<file path="src/ooo_consts.svh">
`ifndef OOO_CONSTS_SVH
`define OOO_CONSTS_SVH

// tag and datapath widths
`define ROB_TAG_LEN 5
`define DATA_LEN 32

// entries per ready queue
`define QUEUE_DEPTH 4

// class latencies in cycles, issue to writeback
`define LAT_INT 1
`define LAT_BR 1
`define LAT_MEM 4
`define LAT_MUL 8

// scoreboard depth, must cover the longest latency
`define MAX_LAT 8

`endif

</file>
<file path="src/ooo_pkg.sv">
`default_nettype none
`include "ooo_consts.svh"

package ooo_pkg;

    typedef logic [`ROB_TAG_LEN-1:0] rob_tag_t;
    typedef logic [`DATA_LEN-1:0] data_t;

    // index of queue, issue bit and pipeline
    typedef enum logic [1:0] {
        FU_INT = 2'd0,
        FU_BR  = 2'd1,
        FU_MEM = 2'd2,
        FU_MUL = 2'd3
    } fu_class_t;

    typedef struct packed {
        rob_tag_t tag;
        data_t    a;
        data_t    b;
    } instr_t;

    typedef struct packed {
        rob_tag_t tag;
        data_t    value;
    } result_t;

endpackage

`default_nettype wire

</file>
<file path="src/ready_queue.sv">
`timescale 1ns/10ps
`default_nettype none
`include "ooo_consts.svh"

module ready_queue import ooo_pkg::*; (
    input  logic   clk,
    input  logic   reset,
    input  logic   push,
    input  instr_t push_instr,
    input  logic   pop,
    output instr_t head,
    output logic   not_empty,
    output logic   full
);

    localparam int PTR_W = (`QUEUE_DEPTH > 1) ? $clog2(`QUEUE_DEPTH) : 1;
    localparam int CNT_W = $clog2(`QUEUE_DEPTH + 1);

    instr_t           mem [`QUEUE_DEPTH];
    logic [PTR_W-1:0] rd_ptr;
    logic [PTR_W-1:0] wr_ptr;
    logic [CNT_W-1:0] count;
    logic             do_push;
    logic             do_pop;

    // wrap at depth, which need not be a power of two
    function automatic logic [PTR_W-1:0] ptr_inc(input logic [PTR_W-1:0] ptr);
        if (ptr == PTR_W'(`QUEUE_DEPTH - 1)) begin
            return '0;
        end
        return ptr + 1'b1;
    endfunction

    assign not_empty = (count != '0);
    assign full      = (count == CNT_W'(`QUEUE_DEPTH));
    assign head      = mem[rd_ptr];

    assign do_push = push && !full;
    assign do_pop  = pop && not_empty;

    always_ff @(posedge clk) begin
        if (do_push) begin
            mem[wr_ptr] <= push_instr;
        end
    end

    always_ff @(posedge clk) begin
        if (reset) begin
            rd_ptr <= '0;
            wr_ptr <= '0;
            count  <= '0;
        end else begin
            if (do_push) begin
                wr_ptr <= ptr_inc(wr_ptr);
            end
            if (do_pop) begin
                rd_ptr <= ptr_inc(rd_ptr);
            end
            case ({do_push, do_pop})
                2'b10:   count <= count + 1'b1;
                2'b01:   count <= count - 1'b1;
                default: count <= count;  // idle, or push and pop together
            endcase
        end
    end

    // dispatch side must watch the full level
    a_push_full: assert property (@(posedge clk) disable iff (reset)
        push |-> !full)
        else $error("ready_queue: push while full");

    // issue side only pops a class it saw ready
    a_pop_empty: assert property (@(posedge clk) disable iff (reset)
        pop |-> not_empty)
        else $error("ready_queue: pop while empty");

endmodule

`default_nettype wire

</file>
<file path="src/issue_unit.sv">
`timescale 1ns/10ps
`default_nettype none
`include "ooo_consts.svh"

module issue_unit import ooo_pkg::*; (
    input  logic       clk,
    input  logic       reset,
    input  logic [3:0] instr_ready,
    output logic [3:0] issue_signal
);

    localparam int CNT_W = $clog2(`MAX_LAT + 1);
    localparam int CLASS_LAT [4] = '{`LAT_INT, `LAT_BR, `LAT_MEM, `LAT_MUL};

    // bit k set means a result lands k cycles from now
    logic [`MAX_LAT-1:0]     slots;
    logic [`MAX_LAT-1:0]     new_slot;
    logic [2:0][CNT_W-1:0]   busy_cnt;  // int, br, mem
    logic [3:0]              unit_free;
    logic [3:0]              slot_taken;
    logic [3:0]              qualify;

    for (genvar c = 0; c < 4; c++) begin : g_class
        if (c == int'(FU_MUL)) begin : g_pipelined
            assign unit_free[c] = 1'b1;  // multiplier takes one per cycle
        end else begin : g_counted
            assign unit_free[c] = (busy_cnt[c] == '0);
        end

        // nothing is reserved a full depth ahead
        if (CLASS_LAT[c] < `MAX_LAT) begin : g_slot
            assign slot_taken[c] = slots[CLASS_LAT[c]];
        end else begin : g_no_slot
            assign slot_taken[c] = 1'b0;
        end

        assign qualify[c] = instr_ready[c] && unit_free[c] && !slot_taken[c];
    end

    // lowest qualifying class wins
    assign issue_signal = qualify & (~qualify + 4'd1);

    // slot the issued result will hold after the next shift
    always_comb begin
        new_slot = '0;
        for (int c = 0; c < 4; c++) begin
            if (issue_signal[c]) begin
                new_slot[CLASS_LAT[c] - 1] = 1'b1;
            end
        end
    end

    always_ff @(posedge clk) begin
        if (reset) begin
            slots    <= '0;
            busy_cnt <= '0;
        end else begin
            slots <= {1'b0, slots[`MAX_LAT-1:1]} | new_slot;
            for (int c = 0; c < 3; c++) begin
                if (issue_signal[c]) begin
                    busy_cnt[c] <= CNT_W'(CLASS_LAT[c] - 1);  // free again on its wb cycle
                end else if (busy_cnt[c] != '0) begin
                    busy_cnt[c] <= busy_cnt[c] - 1'b1;
                end
            end
        end
    end

    // a shorter class issued later must not finish on a held slot
    for (genvar lo = 0; lo < 4; lo++) begin : g_late
        for (genvar sh = 0; sh < 4; sh++) begin : g_short
            if (CLASS_LAT[lo] > CLASS_LAT[sh]) begin : g_gap
                a_slot_free: assert property (@(posedge clk) disable iff (reset)
                    issue_signal[lo] |-> ##(CLASS_LAT[lo] - CLASS_LAT[sh])
                        !issue_signal[sh])
                    else $error("issue_unit: issue into a reserved slot");
            end
        end
    end

    // load/store unit holds one address at a time
    a_mem_single: assert property (@(posedge clk) disable iff (reset)
        issue_signal[FU_MEM] |=> (!issue_signal[FU_MEM]) [*(`LAT_MEM - 1)])
        else $error("issue_unit: memory unit issued while busy");

endmodule

`default_nettype wire

</file>
<file path="src/fu_pipe.sv">
`timescale 1ns/10ps
`default_nettype none

module fu_pipe import ooo_pkg::*; #(
    parameter int        LATENCY = 1,
    parameter fu_class_t FU_KIND = FU_INT
) (
    input  logic    clk,
    input  logic    reset,
    input  logic    in_valid,
    input  instr_t  in_instr,
    output logic    out_valid,
    output result_t out_result
);

    result_t              entry_res;
    logic [LATENCY-1:0]   valid_q;
    result_t              res_q [LATENCY];

    // result is formed on entry, the stages only delay it
    always_comb begin
        entry_res.tag = in_instr.tag;
        case (FU_KIND)
            FU_INT:  entry_res.value = in_instr.a + in_instr.b;
            FU_BR:   entry_res.value = (in_instr.a == in_instr.b) ? data_t'(1) : '0;
            FU_MEM:  entry_res.value = in_instr.a + in_instr.b;  // effective address
            default: entry_res.value = in_instr.a * in_instr.b;  // low half of product
        endcase
    end

    always_ff @(posedge clk) begin
        if (reset) begin
            valid_q <= '0;
        end else begin
            valid_q <= (valid_q << 1) | LATENCY'(in_valid);
        end
    end

    always_ff @(posedge clk) begin
        res_q[0] <= entry_res;
        for (int s = 1; s < LATENCY; s++) begin
            res_q[s] <= res_q[s-1];
        end
    end

    assign out_valid  = valid_q[LATENCY-1];
    assign out_result = res_q[LATENCY-1];

endmodule

`default_nettype wire

</file>
<file path="src/result_bus.sv">
`timescale 1ns/10ps
`default_nettype none

module result_bus import ooo_pkg::*; (
    input  logic          clk,
    input  logic          reset,
    input  logic [3:0]    fu_valid,
    input  result_t [3:0] fu_result,
    output logic          wb_valid,
    output result_t       wb_result
);

    assign wb_valid = |fu_valid;

    // and-or mux, idle units contribute zero
    always_comb begin
        wb_result = '0;
        for (int u = 0; u < 4; u++) begin
            if (fu_valid[u]) begin
                wb_result = result_t'(wb_result | fu_result[u]);
            end
        end
    end

    // only holds if issue kept every completion slot unique
    a_single_writer: assert property (@(posedge clk) disable iff (reset)
        $onehot0(fu_valid))
        else $error("result_bus: two units wrote back in one cycle");

endmodule

`default_nettype wire

</file>
<file path="src/ooo_backend.sv">
`timescale 1ns/10ps
`default_nettype none
`include "ooo_consts.svh"

module ooo_backend import ooo_pkg::*; (
    input  logic      clk,
    input  logic      reset,
    input  logic      dispatch_valid,
    input  fu_class_t dispatch_class,
    input  instr_t    dispatch_instr,
    output logic [3:0] queue_full,
    output logic      wb_valid,
    output result_t   wb_result
);

    localparam int FU_LAT [4] = '{`LAT_INT, `LAT_BR, `LAT_MEM, `LAT_MUL};

    logic [3:0]    instr_ready;
    logic [3:0]    issue_signal;
    instr_t [3:0]  queue_head;
    logic [3:0]    fu_valid;
    result_t [3:0] fu_result;

    for (genvar c = 0; c < 4; c++) begin : g_class
        ready_queue ready_queue_inst (
            .clk        (clk),
            .reset      (reset),
            .push       (dispatch_valid && (dispatch_class == fu_class_t'(c))),
            .push_instr (dispatch_instr),
            .pop        (issue_signal[c]),
            .head       (queue_head[c]),
            .not_empty  (instr_ready[c]),
            .full       (queue_full[c])
        );

        // issue pulse pops the head straight into the unit
        fu_pipe #(
            .LATENCY (FU_LAT[c]),
            .FU_KIND (fu_class_t'(c))
        ) fu_pipe_inst (
            .clk        (clk),
            .reset      (reset),
            .in_valid   (issue_signal[c]),
            .in_instr   (queue_head[c]),
            .out_valid  (fu_valid[c]),
            .out_result (fu_result[c])
        );
    end

    issue_unit issue_unit_inst (
        .clk          (clk),
        .reset        (reset),
        .instr_ready  (instr_ready),
        .issue_signal (issue_signal)
    );

    result_bus result_bus_inst (
        .clk       (clk),
        .reset     (reset),
        .fu_valid  (fu_valid),
        .fu_result (fu_result),
        .wb_valid  (wb_valid),
        .wb_result (wb_result)
    );

endmodule

`default_nettype wire

</file>
<file path="config.mk">
export PLATFORM = sky130hd
export DESIGN_NAME = ooo_backend
export DESIGN_NICKNAME = d
export VERILOG_FILES = /design/src/ooo_pkg.sv /design/src/ready_queue.sv /design/src/issue_unit.sv /design/src/fu_pipe.sv /design/src/result_bus.sv /design/src/ooo_backend.sv
export VERILOG_INCLUDE_DIRS = /design/src
export SDC_FILE = /design/constraint.sdc
export NUM_CORES = 2
export LEC_CHECK = 0
export ABC_AREA = 1
export ABC_CLOCK_PERIOD_IN_PS = 12200
export BUFFER_PORTS_ARGS = -buffer_cell sky130_fd_sc_hd__buf_2
export CORE_MARGIN = 4
export CORE_UTILIZATION = 45
export DETAILED_ROUTE_END_ITERATION = 10
export GPL_TIMING_DRIVEN = 0
export PLACE_DENSITY_LB_ADDON = 0.3
export SLEW_MARGIN = 30
export SYNTH_ARGS = -nofsm -noshare
export SYNTH_HDL_FRONTEND = slang
export SYNTH_SLANG_ARGS = --single-unit
</file>
<file path="constraint.sdc">
create_clock -name clk -period 12.2 [get_ports clk]
set_input_delay 1.22 -clock clk [delete_from_list [all_inputs] [get_ports clk]]
set_output_delay 1.22 -clock clk [all_outputs]
set_load 0.01 [all_outputs]
</file>
==> impl_metrics.csv <==
group,metric,value,unit
status,status,"completed",
run,drv_cap,0,
worst_setup_path,cp_slowest_cell,"clkbuf_1",
routing,first_pass_iters,6,
sta,max_freq,107,MHz
place,place.gp.congestion,0.941,
logic_synthesis,synth_ff_type,"edfxtp_1",
layout,final_util,51.9,%
sta,slew_violations,0,
logic_synthesis,avgSynthCellArea,11.8,um^2
worst_setup_path,crit_fanout,10,
floorplanning,die_w,411,um
sta,slew_headroom,33.2,%
logic_synthesis,async_reset_ff_share,0,%
worst_setup_path,rr_worst_depth,31,
global_route,grt-ovfl-total,0,
global_route,grt_pass1_wl,296000,um
sta,grt_setup_unrepaired,"false",
routing,vias,46900,
logic_synthesis,synth-edff-count,1104,
layout,final_cell_mix,"1,104 x edfxtp_1, 852 x nand2_1, 750 x inv_1",
routing,dr_wl_met3,19000,um
routing,met2_length,93200,um
clock_network,cts_buffers,161,
place,numPortBuffers,114,
clock_network,cts_resized,0,
clock_network,worstSkewPairLatency,0.79,ns
min_path,hp-class,"reg2reg",
global_route,grt_antenna_before_repair,34,
clock_network,cts_max_level,4,
worst_setup_path,crit_type,"reg2reg",
logic_synthesis,syn_area,73000,um^2
routing,vias_per_cell,5.31,
sta,hold_viol,0,
layout,fin_nets,7238,
sta,finalSetupViolations,0,
routing,drc,0,
layout,drive_gt1_share,7.94,%
worst_setup_path,cp-end-kind,"flip-flop",
routing,drt-initial-drc-count,4932,
clock_network,cts_sinks,1656,
place,place_hpwl,145000,um
clock_network,clockBufferDepth,3,
global_route,grt_pass1_vias,47100,
routing,wirelength,200000,um
global_route,grt_usage,23.7,%
floorplanning,start_util,45.4,%
worst_setup_path,required,12.89,ns
routing,wl_met1,79200,um
sta,worst_pin_slew,1.00,ns
logic_synthesis,ys_warn_count,0,
min_path,min_path_cells,0,
layout,nFillCells,13600,
place,place_ws,3.08,ns
floorplanning,core_area,161000,um^2
routing,drt-wirelength-per-cell,22.6,um
clock_network,ctsRootBufferMaster,"clkbuf_16",
logic_synthesis,synth.ff_latch_count,1656,
sta,fin_skew,0.0448,ns
floorplanning,dieArea,169000,um^2
sta,setup_tns,0,ns
logic_synthesis,netlist.top_cell.by_area,"edfxtp_1",
routing,top_layer_used,"met5",
floorplanning,die_y,411,um
worst_setup_path,cp_data_arrival_time,10.01,ns
sta,post-route-min-period,9.31,ns
worst_setup_path,cp_slowest_stage_delay,0.65,ns
clock_network,cts_setup_buffers,0,
layout,final_common_cell,"edfxtp_1",
logic_synthesis,synthCells,6194,
routing,final_antenna_net_count,0,
clock_network,hold_buffers,0,
logic_synthesis,synth_top_area_share,45.4,%
floorplanning,io_pins,116,
logic_synthesis,synth.distinct_cells,56,
sta,final.setup.worst_slack,2.89,ns
sta,hold_ws,0.300,ns
layout,area_delta_synth_final,14.3,%
worst_setup_path,cp_common_cell,"fa_1",
logic_synthesis,syn_nets,6897,
floorplanning,num_rows,147,
clock_network,cts_tree,"built",
clock_network,cts.clk_slew.worst_paths,0.06,ns
sta,fin_crit_sh,76.3,%
logic_synthesis,yosys-top-cells-area,"edfxtp_1 45%, dfxtp_1 15%, fa_1 11%, nand2_1 4.4%, nor2_1 3.9%",
worst_setup_path,start_kind,"flip-flop",
global_route,grt_max_degree,26,
logic_synthesis,yosysSeqAreaShare,60.5,%
## metrics by stage
step,std cells,cell area (um^2)
6_report,8833,83500
5_1_grt,8824,83400
4_1_cts,8824,83400
3_5_place_dp,8532,78100
3_3_place_gp,8468,76300
2_1_floorplan,6194,73000
## per-layer routing
metal / GRT usage (%) / up-vias
li1: - / 21300
met1: 31.0 / 23200
met2: 38.5 / 1971
met3: 5.46 / 397
met4: 9.27 / 6
met5: 0 / -
## cells by family after synthesis
family	after synthesis	synth area share (%)
AO/OA/AOI/OAI	884	6.86
flip-flops	1656	60.5
XOR/XNOR	166	2.00
adder cells (fa/ha/maj)	629	15.0
buffers and inverters	987	5.36
AND/OR/NAND/NOR	1872	10.2
## cell type report
cell class | instances | area [um^2] | share of cell area, %
Sequential cell | 1656 | 44200 | 53.0
Timing Repair Buffer | 178 | 2220 | 2.66
Multi-Input combinational cell | 3551 | 25000 | 30.0
Clock buffer | 224 | 4630 | 5.55
Inverter | 771 | 2900 | 3.47
Tap cell | 2160 | 2700 | 3.24
Clock inverter | 68 | 726 | 0.870
Antenna cell | 9 | 22.5 | 0.0270
Buffer | 216 | 1020 | 1.22
## worst max-delay path, delay by kind of cell, from the launching register on
kind	cells	cell delay (ns)
fa+ha+maj	9	4.34
buf+inv	11	2.40
compound gates	7	1.56
simple gates	3	0.41
flops	1	0.37
xor+xnor	1	0.12
## sequential cells by signal, summed over array words and instances, names as in the netlist, named ones only
| signal | count |
|---|---|
| issue_unit_inst.slots | 6 |
| issue_unit_inst.busy_cnt | 12 |
| g_class.ready_queue_inst.mem | 1104 |
| g_class.fu_pipe_inst.out_valid | 2 |
| g_class.ready_queue_inst.rd_ptr | 8 |
| g_class.ready_queue_inst.wr_ptr | 8 |
| g_class.fu_pipe_inst.res_q | 487 |
| g_class.fu_pipe_inst.valid_q | 9 |
| g_class.ready_queue_inst.count | 12 |
## synthesized netlist by cell type, types with 17 or more instances
cell type,count
a21oi_1,196
a221oi_1,17
buf_2,22
clkbuf_1,147
dfxtp_1,552
edfxtp_1,1104
fa_1,414
ha_1,215
inv_1,750
nand2_1,852
nand3_1,160
nand4_1,25
nor2_1,756
nor3_1,26
o21ai_0,399
o22ai_1,174
xnor2_1,75
xor2_1,90
## final timing paths
| kind | startpoint | to | slack, ns |
|---|---|---|---|
| min | g_class[3].fu_pipe_inst.res_q[1][1] | g_class[3].fu_pipe_inst.res_q[1][38] | 0.30 |
| max reg2reg | flip-flop | g_class[3].fu_pipe_inst.res_q[0][30] | 2.89 |
| min reg2reg | g_class[3].fu_pipe_inst.res_q[1][1] | g_class[3].fu_pipe_inst.res_q[1][38] | 0.30 |
| max | flip-flop | g_class[3].fu_pipe_inst.res_q[0][30] | 2.89 |
Power is not shown: default switching activity piles up to over one toggle a cycle in this logic, so the estimate is an artifact.
